==> src/source/hazardPkg.sv <==
`default_nettype none

package hazardPkg;

    // architectural register index, r0 is hardwired to zero
    typedef logic [4:0] regIdx_t;

    // forwarding source for a decode operand
    typedef enum logic [1:0] {
        fwdNone = 2'b00,
        fwdMem  = 2'b01,
        fwdWb   = 2'b10,
        fwdEx   = 2'b11  // value not ready yet if the ex instr is a load-like op
    } fwdSel_t;

    // destination record of the instruction in execute
    typedef struct packed {
        logic    regWrite;
        regIdx_t writeReg;
        logic    memRead;   // lw, lb, lh and friends
        logic    isMfc;     // cp0 read
        logic    hiloToReg; // mfhi / mflo
    } exeInfo_t;

    // destination record of the instruction in memory
    typedef struct packed {
        logic    regWrite;
        regIdx_t writeReg;
        logic    memRead;
    } memInfo_t;

    // destination record of the instruction in writeback
    typedef struct packed {
        logic    regWrite;
        regIdx_t writeReg;
    } wbInfo_t;

    // what decode hands over each cycle
    typedef struct packed {
        regIdx_t  rs;
        regIdx_t  rt;
        exeInfo_t dest;
    } decodeInfo_t;

    typedef struct packed {
        logic iCacheStall;
        logic dCacheStall;
        logic aluStall;   // multi-cycle mul/div in execute
    } stallReq_t;

    typedef struct packed {
        logic jumpConflictE;
        logic predFailedM;
        logic exceptionM;
    } flushReq_t;

    // one strobe per pipeline stage
    typedef struct packed {
        logic f;
        logic d;
        logic e;
        logic m;
        logic w;
    } stageCtrl_t;

endpackage

`default_nettype wire
==> src/source/pipelineControl.sv <==
`timescale 1ns/1ps
`default_nettype none

// pipeline control top: hazard unit plus the ex/mem/wb destination trackers
module pipelineControl import hazardPkg::*; (
    input  wire         clk,
    input  wire         reset,
    input  decodeInfo_t decode,
    input  stallReq_t   stallReq,
    input  flushReq_t   flushReq,
    output stageCtrl_t  stall,
    output stageCtrl_t  flush,
    output fwdSel_t     forward1D,
    output fwdSel_t     forward2D,
    output logic        longestStall,
    output logic        stallDBlank
);

    exeInfo_t exeQ;
    memInfo_t memD;
    memInfo_t memQ;
    wbInfo_t  wbD;
    wbInfo_t  wbQ;

    // execute keeps the full decode destination record
    stageReg #(
        .payload_t (exeInfo_t)
    ) exeReg (
        .clk   (clk),
        .reset (reset),
        .stall (stall.e),
        .flush (flush.e),
        .d     (decode.dest),
        .q     (exeQ)
    );

    // memory drops the cp0 and hilo flags
    assign memD.regWrite = exeQ.regWrite;
    assign memD.writeReg = exeQ.writeReg;
    assign memD.memRead  = exeQ.memRead;

    stageReg #(
        .payload_t (memInfo_t)
    ) memReg (
        .clk   (clk),
        .reset (reset),
        .stall (stall.m),
        .flush (flush.m),
        .d     (memD),
        .q     (memQ)
    );

    // writeback only needs the write port
    assign wbD.regWrite = memQ.regWrite;
    assign wbD.writeReg = memQ.writeReg;

    stageReg #(
        .payload_t (wbInfo_t)
    ) wbReg (
        .clk   (clk),
        .reset (reset),
        .stall (stall.w),
        .flush (flush.w),
        .d     (wbD),
        .q     (wbQ)
    );

    hazardUnit hazardUnit_i (
        .rsD          (decode.rs),
        .rtD          (decode.rt),
        .exeInfo      (exeQ),
        .memInfo      (memQ),
        .wbInfo       (wbQ),
        .stallReq     (stallReq),
        .flushReq     (flushReq),
        .forward1D    (forward1D),
        .forward2D    (forward2D),
        .stall        (stall),
        .flush        (flush),
        .longestStall (longestStall),
        .stallDBlank  (stallDBlank)
    );

endmodule

`default_nettype wire

==> src/source/hazardUnit.sv <==
`timescale 1ns/1ps
`default_nettype none

// forwarding selects, load-use bubble and the per-stage stall/flush strobes
module hazardUnit import hazardPkg::*; (
    input  regIdx_t    rsD,
    input  regIdx_t    rtD,
    input  exeInfo_t   exeInfo,
    input  memInfo_t   memInfo,
    input  wbInfo_t    wbInfo,
    input  stallReq_t  stallReq,
    input  flushReq_t  flushReq,
    output fwdSel_t    forward1D,
    output fwdSel_t    forward2D,
    output stageCtrl_t stall,
    output stageCtrl_t flush,
    output logic       longestStall,
    output logic       stallDBlank
);

    logic cacheStall;
    logic aluStall;
    logic exception;
    logic predFailed;
    logic jumpConflict;
    logic exeLateResult; // ex result only known after memory / cp0 / hilo read
    logic needsEx;

    // youngest writer wins: execute, then memory, then writeback
    function automatic fwdSel_t pickSource(
        input regIdx_t  src,
        input exeInfo_t exe,
        input memInfo_t mem,
        input wbInfo_t  wb
    );
        fwdSel_t sel;
        logic    live;
        live = (src != '0); // r0 never forwards
        sel  = fwdNone;
        if (live && exe.regWrite && (exe.writeReg == src)) begin
            sel = fwdEx;
        end else if (live && mem.regWrite && (mem.writeReg == src)) begin
            sel = fwdMem;
        end else if (live && wb.regWrite && (wb.writeReg == src)) begin
            sel = fwdWb;
        end
        return sel;
    endfunction

    assign forward1D = pickSource(rsD, exeInfo, memInfo, wbInfo);
    assign forward2D = pickSource(rtD, exeInfo, memInfo, wbInfo);

    assign cacheStall   = stallReq.iCacheStall | stallReq.dCacheStall;
    assign aluStall     = stallReq.aluStall;
    assign exception    = flushReq.exceptionM;
    assign predFailed   = flushReq.predFailedM;
    assign jumpConflict = flushReq.jumpConflictE;

    assign longestStall = cacheStall | aluStall;

    // load-use: decode needs a value execute cannot forward this cycle
    assign exeLateResult = exeInfo.memRead | exeInfo.isMfc | exeInfo.hiloToReg;
    assign needsEx       = (forward1D == fwdEx) | (forward2D == fwdEx);
    assign stallDBlank   = needsEx & exeLateResult & ~exception;

    always_comb begin
        // fetch and writeback keep moving on an exception so the redirect lands
        stall.f = (longestStall & ~exception) | stallDBlank;
        stall.d = longestStall | stallDBlank;
        stall.e = longestStall;
        stall.m = longestStall;
        stall.w = longestStall & ~exception;
    end

    always_comb begin
        flush.f = 1'b0;
        flush.d = exception | predFailed | (jumpConflict & ~stall.d);
        // bubble into execute while decode waits, unless execute is held too
        flush.e = exception | (predFailed & ~aluStall) | (stallDBlank & ~stall.e);
        flush.m = exception;
        flush.w = exception;
    end

endmodule

`default_nettype wire

==> src/source/stageReg.sv <==
`timescale 1ns/1ps
`default_nettype none

// pipeline register for one stage's destination record
// the payload type is chosen by the instantiating level
module stageReg #(
    parameter type payload_t = logic
) (
    input  wire      clk,
    input  wire      reset,
    input  wire      stall,
    input  wire      flush,
    input  payload_t d,
    output payload_t q
);

    payload_t held;

    always_ff @(posedge clk) begin
        if (reset) begin
            held <= '0;
        end else if (flush) begin
            // a zero record is a bubble, regWrite is low
            held <= '0;
        end else if (!stall) begin
            held <= d;
        end
        // stall without flush keeps the current record
    end

    assign q = held;

endmodule

`default_nettype wire

==> config.mk <==
export PLATFORM = sky130hd
export DESIGN_NAME = pipelineControl
export DESIGN_NICKNAME = d
export VERILOG_FILES = /design/src/source/hazardPkg.sv /design/src/source/pipelineControl.sv /design/src/source/hazardUnit.sv /design/src/source/stageReg.sv
export SDC_FILE = /design/constraint.sdc
export NUM_CORES = 1
export LEC_CHECK = 0
export ABC_CLOCK_PERIOD_IN_PS = 1500
export BUFFER_PORTS_ARGS = -buffer_cell sky130_fd_sc_hd__buf_2
export CORE_MARGIN = 2
export CORE_UTILIZATION = 45
export DETAILED_ROUTE_END_ITERATION = 10
export PLACE_DENSITY = 0.81
export SETUP_SLACK_MARGIN = 0.5
export SKIP_LAST_GASP = 1
export SLEW_MARGIN = 20
export SYNTH_ARGS = -nofsm -noshare
export SYNTH_HDL_FRONTEND = slang
export SYNTH_SLANG_ARGS = --single-unit
==> constraint.sdc <==
create_clock -name clk -period 1.5 [get_ports clk]
set_clock_uncertainty 0.1 [all_clocks]
set_input_delay 0 -clock clk [delete_from_list [all_inputs] [get_ports clk]]
set_output_delay 0 -clock clk [all_outputs]
set_load 0.1 [all_outputs]
==> results of run 1 <==
-- area by class of cell --
cell class              instances  area (µm²)
inverters                       3       20.02
flip-flops and latches         21       439.2
fillers                       143       470.5
clock inverters                 1       5.005
well taps                      31       38.79
clock buffers                   3       22.52
repair buffers                 92       774.5
multi-input cells             117        1035
-- where the power goes --
| part | total [mW] | switching, mW | leakage (nW) | internal [mW] |
|---|---|---|---|---|
| Clock | 0.293 | 0.193 | 0.0177 | 0.100 |
| Sequential | 0.559 | 0.00341 | 0.175 | 0.555 |
| Combinational | 0.403 | 0.245 | 0.769 | 0.158 |
-- through the flow --
| step | cells | hold WS, ns | area [µm²] | setup WS [ns] |
|---|---|---|---|---|
| after floorplan | 153 | 0.07451 | 1524 | -0.1631 |
| after global placement | 240 | 0.2416 | 1959 | -0.1742 |
| after detailed placement | 240 | 0.2556 | 1959 | -0.2404 |
| after CTS | 258 | 0.01519 | 2205 | -0.5035 |
| after global routing | 268 | 0.04503 | 2335 | -0.6671 |
| final | 268 | 0.04412 | 2335 | -0.6307 |
-- cells in the mapped netlist --
cell	instances	area, µm²
nand2_1	25	93.84
dfxtp_1	21	420.4
xnor2_1	18	157.7
a21oi_1	12	60.06
xor2_1	12	105.1
mux2i_1	9	90.09
nor3b_2	9	112.6
buf_4	7	52.55
nand4_1	6	37.54
clkbuf_1	4	15.01
nor4_1	4	25.02
or4_1	4	30.03
or2_2	3	18.77
inv_1	2	7.510
nor2_1	2	7.510
nor2_2	2	12.51
o21bai_1	2	15.01
a211o_1	1	8.760
a211oi_1	1	7.510
a311o_1	1	10.01
buf_6	1	11.26
clkinv_1	1	3.750
conb_1	1	3.750
nor3_1	1	5.000
nor3_2	1	10.01
o211a_1	1	10.01
o21ai_0	1	5.000
o21ai_1	1	5.000
-- state kept, by name, indices dropped and copies added, names as in the netlist --
name,count
exeReg.q,9
memReg.q,6
wbReg.q,6
-- worst max-delay path by stage --
| stage | from | endpoint | cells after the start |
|---|---|---|---|
| floorplan | decode[16] | flush[3] | 5 |
| CTS | exeReg.q[7] | flush[3] | 6 |
| detailed placement | exeReg.q[7] | flush[3] | 6 |
| finish | exeReg.q[6] | flush[2] | 7 |
| global route | exeReg.q[5] | flush[3] | 6 |
| global placement | decode[16] | flush[3] | 7 |
-- kinds of logic after synthesis --
group | after synthesis | synth area share [%]
buffers and inverters | 15 | 6.716
AO/OA/AOI/OAI | 20 | 9.048
flip-flops | 21 | 31.34
multiplexers | 9 | 6.717
other | 1 | 0.2796
XOR/XNOR | 30 | 19.59
AND/OR/NAND/NOR | 57 | 26.31
-- critical path, cell delays in order, from the launching register on --
cell     delay [ns]
dfxtp_2        0.37
xnor2_1        0.17
nand4_1        0.17
nor4_4         0.24
buf_4          0.19
o211a_4        0.18
a211o_1        0.18
buf_12         0.20
-- routing by layer --
metal / global-route usage (%) / vias up
li1: - / 689
met3: 4.176 / 44
met4: 11.36 / 0
met2: 50.88 / 114
met1: 30.80 / 749
met5: 0 / -
-- what timing repair did --
item | 4_1_cts | 5_1_grt
endpoints found under the setup margin | 21 | 22
gates cloned | 1 | 0
hold buffers | 9 | 0
endpoints found under the hold margin | 9 | 0
pin swaps | 2 | 2
setup buffers | 4 | 10
resized for setup | 21 | 13
==> results by group, run 1 <==
Outcome
  – Status: complete, but fails checks
  – Failing checks: DRC, setup timing

GRT
  – Vias in the first global route: 1,466
  – Gr ovfl total: 0
  – Initial antenna violation count: 0
  – GRT Overall Usage: 27.34%
  – Largest net degree at the start of global routing: 19
  – First-pass GRT wire length: 6906 µm

Final layout
  – Most common cell after layout, fill and taps aside: buf_4
  – Share of layout cells above drive strength 1: 60.34%
  – ANT cells: 0
  – Commonest non-fill, non-tap cells in the layout: buf_4, buf_2, nand2_1
  – Fin util: 83.23%
  – Nets@finish: 265
  – P&R area growth vs syn: 74.07%

Yosys
  – Unique masters post-synth: 28
  – Synth warn: 0
  – Post-synthesis sequential area ratio: 31.34%
  – Cell area after synthesis: 1341 µm²
  – Syn_area_per_cell: 8.767 µm²
  – Yosys reg bits: 21
  – Cells after synthesis: 153
  – Syn_nets: 180

Clock network
  – CTS sink count: 21
  – Latest clock arrival within the worst-skew pair: 0.32 ns
  – H-tree levels: 1
  – Clock tree from TritonCTS: built
  – Worst-path clk slew: 0.13 ns
  – CTS root buf: clkbuf_4
  – Clock buffer count from CTS: 3
  – Bufs on Longest Clock Path: 2

Critical path
  – R2r startpoint: exeReg.q[6]
  – Worst Setup Start Kind: flop
  – Setup crit end kind: output pin
  – Req. time, crit path: 1.40 ns
  – R2R Setup Slk: -0.34 ns
  – CP max FO: 3
  – Arr. time, crit path: 2.03 ns
  – RR Endpoint: exeReg.q[5]
  – Kind of critical path: reg -> out
  – R2R depth: 8

STA
  – RSZ-0062 raised after global routing: yes
  – Max-slew violation count: 0
  – # setup viols final: 18
  – Max Clock Freq: 469.3 MHz
  – Final cycle utilization of the critical path: 142.0%
  – Final min period: 2.131 ns
  – Setup TNS: -7.369 ns
  – Final hold violation count: 0
  – Final setup margin: -0.6307 ns

Floorplanning
  – CORE AREA: 2805 µm²
  – FP Rows: 19
  – Starting Density: 47.81%
  – Die Wd: 58.60 µm
  – DIE AREA: 3433 µm²
  – Die height: 58.60 µm
  – IO Pins: 43

Routing
  – DR vias/cell: 5.955
  – DR WL/cell: 20.64 µm
  – Final WL: 5532 µm
  – Met3 wire length: 393 µm
  – Via count: 1,596
  – Met2 WL: 2867 µm
  – DR pass1 iterations: 7
  – Number of DRC markers in iteration 0: 101
  – Antenna-violating nets left: 0
  – DR top layer: met4
  – DRC: 4
  – Metal-1 WL: 1884 µm

Placement
  – PortBufs: 41
  – Gp weighted congestion: 0.9146
  – Hpwl dp: 3132 µm

Power and ir drop
  – Power density cells: 537.2 nW/µm²
  – Total leakage power: 0.9615 nW
  – Worst vdd ir: 0.6599 mV
  – Final Power: 1.254 mW

Flow run
  – Max cap viols: 0

Hold path
  – Hold Path Stages: 5
  – Worst hold path type: in -> reg
  – HP Start: stallReq[2]
  – Worst hold endpoint: memReg.q[6]
Note: power is estimated with default switching activity, not from simulation.
==> run 2: changes to the inputs <==
--- a/config.mk
+++ b/config.mk
@@ -6,11 +6,11 @@
 export NUM_CORES = 1
 export LEC_CHECK = 0
 export ABC_CLOCK_PERIOD_IN_PS = 1500
-export BUFFER_PORTS_ARGS = -buffer_cell sky130_fd_sc_hd__buf_2
+export BUFFER_PORTS_ARGS = -buffer_cell sky130_fd_sc_hd__clkbuf_2
 export CORE_MARGIN = 2
 export CORE_UTILIZATION = 45
 export DETAILED_ROUTE_END_ITERATION = 10
-export PLACE_DENSITY = 0.81
+export PLACE_DENSITY = 0.75
 export SETUP_SLACK_MARGIN = 0.5
 export SKIP_LAST_GASP = 1
 export SLEW_MARGIN = 20
==> run 2 against run 1 <==
The run still ends with DRC, setup timing left. Register-to-register slack improved by 0.18 ns. First-iteration DRC count decreased by 55%. Critical path depth decreased by 1. Cell count decreased by 3.7%. Clock power decreased by 5%. Non-clock buffer count decreased by 10. Die area unchanged. Global-route usage decreased by 3.8 points. Power decreased by 2.0%. Maximum frequency increased by 5.9%. Sequential cell count unchanged. Critical endpoint is now flush[3].
==> results by group, run 2 (same netlist as run 1, synthesis figures left out) <==
Outcome
  – Status: complete, but fails checks
  – Failing checks: DRC, setup timing

Clock network
  – CTS root buf: clkbuf_4
  – Worst-path clk slew: 0.12 ns (about the same)
  – CTS sink count: 21 (unchanged)
  – Clock buffer count from CTS: 3 (unchanged)
  – Latest clock arrival within the worst-skew pair: 0.31 ns (about the same)
  – Bufs on Longest Clock Path: 2 (unchanged)
  – Clock tree from TritonCTS: built
  – H-tree levels: 1 (unchanged)

GRT
  – GRT Overall Usage: 23.56% (-3.8 points)
  – Met1 Use GR: 28.92% (-1.9 points)
  – GR Util met3: 2.418% (-1.8 points)
  – Met2 GRT Util: 41.89% (-9.0 points)
  – Largest net degree at the start of global routing: 16 (-3)
  – First-pass GRT wire length: 6182 µm (-10%)
  – Vias in the first global route: 1,392 (-5.0%)
  – Initial antenna violation count: 0 (unchanged)
  – Gr ovfl total: 0 (unchanged)
  – GRT Max-Usage Layer: met2

Final layout
  – ANT cells: 0 (unchanged)
  – Commonest non-fill, non-tap cells in the layout: buf_4, clkbuf_2, nand2_1
  – Nets@finish: 255 (-3.8%)
  – Final cell area excluding filler cells: 2256 µm² (-3.4%)
  – Fin util: 80.42% (-2.8 points)
  – Share of layout cells above drive strength 1: 56.39% (-3.9 points)
  – Max FFs per register: 9 (unchanged)
  – Most common cell after layout, fill and taps aside: buf_4
  – P&R area growth vs syn: 68.19%

Routing
  – DR pass1 iterations: 9 (+2)
  – Via count: 1,359 (-15%)
  – DRC: 2 (-2)
  – Antenna-violating nets left: 0 (unchanged)
  – Final WL: 3973 µm (-28%)
  – DR WL/cell: 15.40 µm (-25%)
  – DR vias/cell: 5.267 (-12%)
  – Number of DRC markers in iteration 0: 45 (-55%)

Critical path
  – Worst Setup Start Kind: flop
  – Setup crit end kind: output pin
  – Arr. time, crit path: 1.91 ns (-0.12 ns)
  – Req. time, crit path: 1.40 ns (about the same)
  – CP max FO: 3 (unchanged)
  – Kind of critical path: reg -> out

Hold path
  – Worst hold path type: in -> reg

STA
  – Worst slew margin: 63.92%
  – Max Clock Freq: 496.8 MHz (+5.9%)
  – RSZ-0062 raised after global routing: yes
  – Hold_ws: 0.02343 ns (-0.02070 ns)
  – Final setup margin: -0.5127 ns (+0.1180 ns)
  – Final min period: 2.013 ns (-0.1180 ns)
  – # setup viols final: 18 (unchanged)
  – Worst-Margin Slew: 0.5436 ns
  – Final hold violation count: 0 (unchanged)
  – Final cycle utilization of the critical path: 134.2% (-7.9 points)
  – Max-slew violation count: 0 (unchanged)

Placement
  – Gp weighted congestion: 0.8858 (-3.1%)
  – PortBufs: 41 (unchanged)
  – Place WS: -0.2002 ns (+0.04025 ns)
  – Hpwl dp: 3025 µm (-3.4%)
  – Placed cell areas: 2034 µm² (+3.8%)

Flow run
  – Max cap viols: 0 (unchanged)

Floorplanning
  – Starting Density: 47.81% (unchanged)
  – Die height: 58.60 µm (unchanged)
  – Die Wd: 58.60 µm (unchanged)
  – DIE AREA: 3433 µm² (unchanged)
  – CORE AREA: 2805 µm² (unchanged)
  – FP Rows: 19 (unchanged)
  – IO Pins: 43 (unchanged)

Power and ir drop
  – Final Power: 1.229 mW (-2.0%)
  – Total leakage power: 0.9305 nW (-3.2%)
  – Power density cells: 544.9 nW/µm² (+1.4%)
  – Worst vdd ir: 0.6773 mV (+2.6%)
==> run 2: timing repair <==
action / 4_1_cts / 5_1_grt
endpoints found under the setup margin: 21 / 21
hold endpoints to repair: 9 / 0
buffers inserted: 4 / 1
pin swaps: 4 / 7
resized for setup: 8 / 5
hold buffers: 9 / 0
==> run 2: routing by layer <==
layer | part of all wire (%) | up-vias
met1 | 42 | 640
met3 | 3.1 | 10
li1 | - | 671
met4 | 2.3 | 0
met2 | 53 | 38
met5 | 0 | -
==> run 2: power by group <==
| group | switching [mW] | total, mW | internal, mW | leakage, nW |
|---|---|---|---|---|
| Combinational | 0.231 | 0.393 | 0.162 | 0.741 |
| Clock | 0.175 | 0.279 | 0.104 | 0.0150 |
| Sequential | 0.00324 | 0.558 | 0.555 | 0.174 |
==> run 2: area by class of cell <==
type / count / area [µm²]
repair buffers: 82 / 738.2
flip-flops and latches: 21 / 437.9
multi-input cells: 117 / 998.5
inverters: 3 / 16.27
fillers: 181 / 549.3
clock buffers: 4 / 26.28
well taps: 31 / 38.79
==> run 2: worst paths after layout <==
path / startpoint / endpoint / slack (ns) / cells past startpoint
hold reg to reg: wbReg.q[4] / wbReg.q[4] / 0.41 / 2
hold / removal: reset / wbReg.q[1] / 0.02 / 3
setup / recovery: exeReg.q[7] / flush[3] / -0.51 / 6
setup reg to reg: exeReg.q[7] / exeReg.q[3] / -0.16 / 6
==> run 2: critical path: stages, from the launching register on <==
cell and delay (ns):
dfxtp_2 0.41, xnor2_2 0.13, nand4_1 0.17, nor4_4 0.26, o21ai_2 0.12, a311o_2 0.35
buf_12 0.17
==> run 2: metrics by stage <==
| step | TNS (ns) | cells |
|---|---|---|
| after floorplan | -0.8417 | 153 |
| after global placement | -1.404 | 240 |
| after CTS | -4.642 | 257 |
| final | -5.092 | 258 |
| after global routing | -6.613 | 258 |
| after detailed placement | -2.319 | 240 |
==> run 3: changes to the inputs <==
--- a/config.mk
+++ b/config.mk
@@ -5,14 +5,13 @@
 export SDC_FILE = /design/constraint.sdc
 export NUM_CORES = 1
 export LEC_CHECK = 0
-export ABC_CLOCK_PERIOD_IN_PS = 1500
+export ABC_CLOCK_PERIOD_IN_PS = 1880
 export BUFFER_PORTS_ARGS = -buffer_cell sky130_fd_sc_hd__clkbuf_2
 export CORE_MARGIN = 2
-export CORE_UTILIZATION = 45
+export CORE_UTILIZATION = 50
 export DETAILED_ROUTE_END_ITERATION = 10
-export PLACE_DENSITY = 0.75
+export PLACE_DENSITY = 0.79
 export SETUP_SLACK_MARGIN = 0.5
-export SKIP_LAST_GASP = 1
 export SLEW_MARGIN = 20
 export SYNTH_ARGS = -nofsm -noshare
 export SYNTH_HDL_FRONTEND = slang
==> constraint.sdc (replaced) <==
create_clock -name clk -period 1.88 [get_ports clk]
set_clock_uncertainty 0.1 [all_clocks]
set_input_delay 0 -clock clk [delete_from_list [all_inputs] [get_ports clk]]
set_output_delay 0 -clock clk [all_outputs]
set_load 0.1 [all_outputs]
==> run 3 against run 2 <==
The flow finishes with violations (hold timing, setup timing). Die area fell by 9.3%. Sequential share of layout area rose by 1.7 points. Clock-buffer cell count fell by 1. Global-route usage rose by 2.2 points. Cell count fell by 8.5%. Clock power fell by 19%. Via count rose by 4.3%. Highest routed layer unchanged. Non-clock buffer count fell by 21. Power fell by 21%. Worst hold slack got worse by 0.043 ns. Critical path type unchanged. Cell area fell by 6.4%. Register-to-register slack improved by 0.19 ns. Critical endpoint unchanged.
==> results by group, run 3 (same netlist as run 1, synthesis figures left out) <==
Outcome
  – Status: complete, but fails checks
  – Failing checks: hold timing, setup timing

Final layout
  – Max FFs per register: 9 (unchanged)
  – Sequential Area: 445.4 µm² (+1.7%)
  – Multi-input logic area: 998.5 µm² (unchanged)
  – Final-layout fill cell count: 131 (-28%)
  – Commonest non-fill, non-tap cells in the layout: clkbuf_2, nand2_1, buf_12
  – Nets@finish: 234 (-8.2%)
  – ANT cells: 0 (unchanged)
  – P&R area growth vs syn: 57.46%
  – Final non-filler cell total: 236 (-8.5%)
  – Most common cell after layout, fill and taps aside: clkbuf_2
  – Share of layout cells above drive strength 1: 50.97% (-5.4 points)

Power and ir drop
  – Final Power: 0.9679 mW (-21%)
  – Logic pwr share: 30.6% (-1.3 points)
  – Internal power: 0.6307 mW (-23%)
  – Clock power share: 23.5% (+0.8 points)
  – Power density cells: 458.3 nW/µm² (-16%)
  – Sequential share of power: 45.9% (+0.5 points)
  – Worst vdd ir: 0.6035 mV (-11%)
  – Total leakage power: 0.8292 nW (-11%)
  – Switching share of power: 34.83% (+1.6 points)
  – P_sw: 0.3371 mW (-18%)

Critical path
  – Req. time, crit path: 1.78 ns (+0.38 ns)
  – Kind of critical path: reg -> out
  – Worst Setup Start Kind: flop
  – CP max FO: 4 (+1)
  – Setup crit end kind: output pin
  – Arr. time, crit path: 2.06 ns (+0.15 ns)

Routing
  – DRC: 0 (-2)
  – DR pass1 iterations: 4 (-5)
  – Number of DRC markers in iteration 0: 30 (-33%)
  – Met2 WL: 2198 µm (+5.3%)
  – Metal-1 WL: 1685 µm (+0.90%)
  – DR vias/cell: 6.008 (+14%)
  – Via count: 1,418 (+4.3%)
  – Met3 wire length: 405 µm (+230%)
  – Antenna-violating nets left: 0 (unchanged)
  – Final WL: 4532 µm (+14%)
  – DR top layer: met4
  – DR WL/cell: 19.20 µm (+25%)

GRT
  – GRT Overall Usage: 25.73% (+2.2 points)
  – Gr ovfl total: 0 (unchanged)
  – First-pass GRT wire length: 6258 µm (+1.2%)
  – Largest net degree at the start of global routing: 23 (+7)
  – Vias in the first global route: 1,346 (-3.3%)
  – Initial antenna violation count: 0 (unchanged)

Floorplanning
  – CORE AREA: 2500 µm² (-11%)
  – Die height: 55.80 µm (-4.8%)
  – Die Wd: 55.80 µm (-4.8%)
  – Starting Density: 53.65% (+5.8 points)
  – IO Pins: 43 (unchanged)
  – FP Rows: 18 (-1)
  – DIE AREA: 3113 µm² (-9.3%)

STA
  – Worst slew margin: 45.48% (-18 points)
  – Final min period: 2.163 ns
  – # setup viols final: 9 (-9)
  – Hold_ws: -0.01911 ns (-0.04253 ns)
  – Max Clock Freq: 462.4 MHz
  – Final cycle utilization of the critical path: 115.0%
  – Setup TNS: -1.569 ns (+3.523 ns)
  – Worst-Margin Slew: 0.8130 ns (+0.2694 ns)
  – Max-slew violation count: 0 (unchanged)
  – Final hold violation count: 9 (+9)
  – RSZ-0062 raised after global routing: yes
  – Final setup margin: -0.2828 ns (+0.2299 ns)

Flow run
  – Max cap viols: 0 (unchanged)

Clock network
  – CTS sink count: 21 (unchanged)
  – Worst-path clk slew: 0.12 ns (about the same)
  – Clock buffer count from CTS: 3 (unchanged)
  – Bufs on Longest Clock Path: 2 (unchanged)
  – H-tree levels: 1 (unchanged)
  – Clock tree from TritonCTS: built
  – Latest clock arrival within the worst-skew pair: 0.32 ns (about the same)
  – CTS root buf: clkbuf_4
  – CTS Hold Bufs: 9 (unchanged)

Hold path
  – Worst hold path type: in -> reg

Placement
  – PortBufs: 41 (unchanged)
  – Hpwl dp: 2689 µm (-11%)
  – Gp weighted congestion: 0.8919 (+0.69%)
  – Placed instance count: 217 (-9.6%)
-- run 3: cell types whose count changed in the layout (fill, tap and decap cells not counted), sizes merged --
cell    before  now
clkbuf      32   31
buf         45   24
clkinv       1    2
-- run 3: path summary, 6_finish.rpt --
kind	startpoint	endpoint	slack, ns	depth (start not counted)
setup / recovery	exeReg.q[7]	flush[3]	-0.28	6
hold / removal	reset	exeReg.q[3]	-0.02	3
setup reg to reg	exeReg.q[7]	exeReg.q[1]	0.03	7
hold reg to reg	wbReg.q[4]	wbReg.q[4]	0.39	2
-- run 3: worst max-delay path: stages, from the launching register on --
cell and delay, ns:
dfxtp_2 0.38, xnor2_1 0.24, nand4_1 0.21, nor4_4 0.27
o21ai_2 0.11, a311o_2 0.35, buf_12 0.17
-- run 3: stage by stage --
step	utilization, %	worst slack (ns)	instance area [µm²]
3_5_place_dp	73.52	0.1462	1838
6_report	84.48	-0.2828	2112
3_3_place_gp	73.52	0.1809	1838
5_1_grt	84.48	-0.3825	2112
4_1_cts	82.43	-0.1303	2061
2_1_floorplan	-	0.2169	1455
-- run 3: final cells by class --
type / instances / share of cell area [%]
Clock buffer: 3 / 1.066
Timing Repair Buffer: 61 / 27.84
Multi-Input combinational cell: 117 / 47.27
Sequential cell: 21 / 21.09
Clock inverter: 1 / 0.2370
Inverter: 3 / 0.7109
Tap cell: 30 / 1.777
-- run 3: routing by layer --
layer | vias up | track usage (%)
li1 | 626 | -
met1 | 671 | 30.07
met2 | 97 | 43.88
met3 | 24 | 4.651
met4 | 0 | 14.63
met5 | - | 0
-- run 3: power groups by stage --
stage	logic (mW)	registers, mW	clock network, mW
floorplan	0.174	0.459	0
global placement	0.260	0.459	0
detailed placement	0.263	0.460	0
CTS	0.284	0.445	0.230
global route	0.305	0.445	0.246
finish	0.296	0.444	0.227
-- run 3: timing repair --
| action | 4_1_cts | 5_1_grt |
|---|---|---|
| gates resized for setup | 18 | 9 |
| setup endpoints to repair | 18 | 18 |
| cloned | 0 | 1 |
| endpoints found under the hold margin | 9 | 9 |
| pin swaps | 7 | 11 |
| buffers inserted | 4 | 1 |
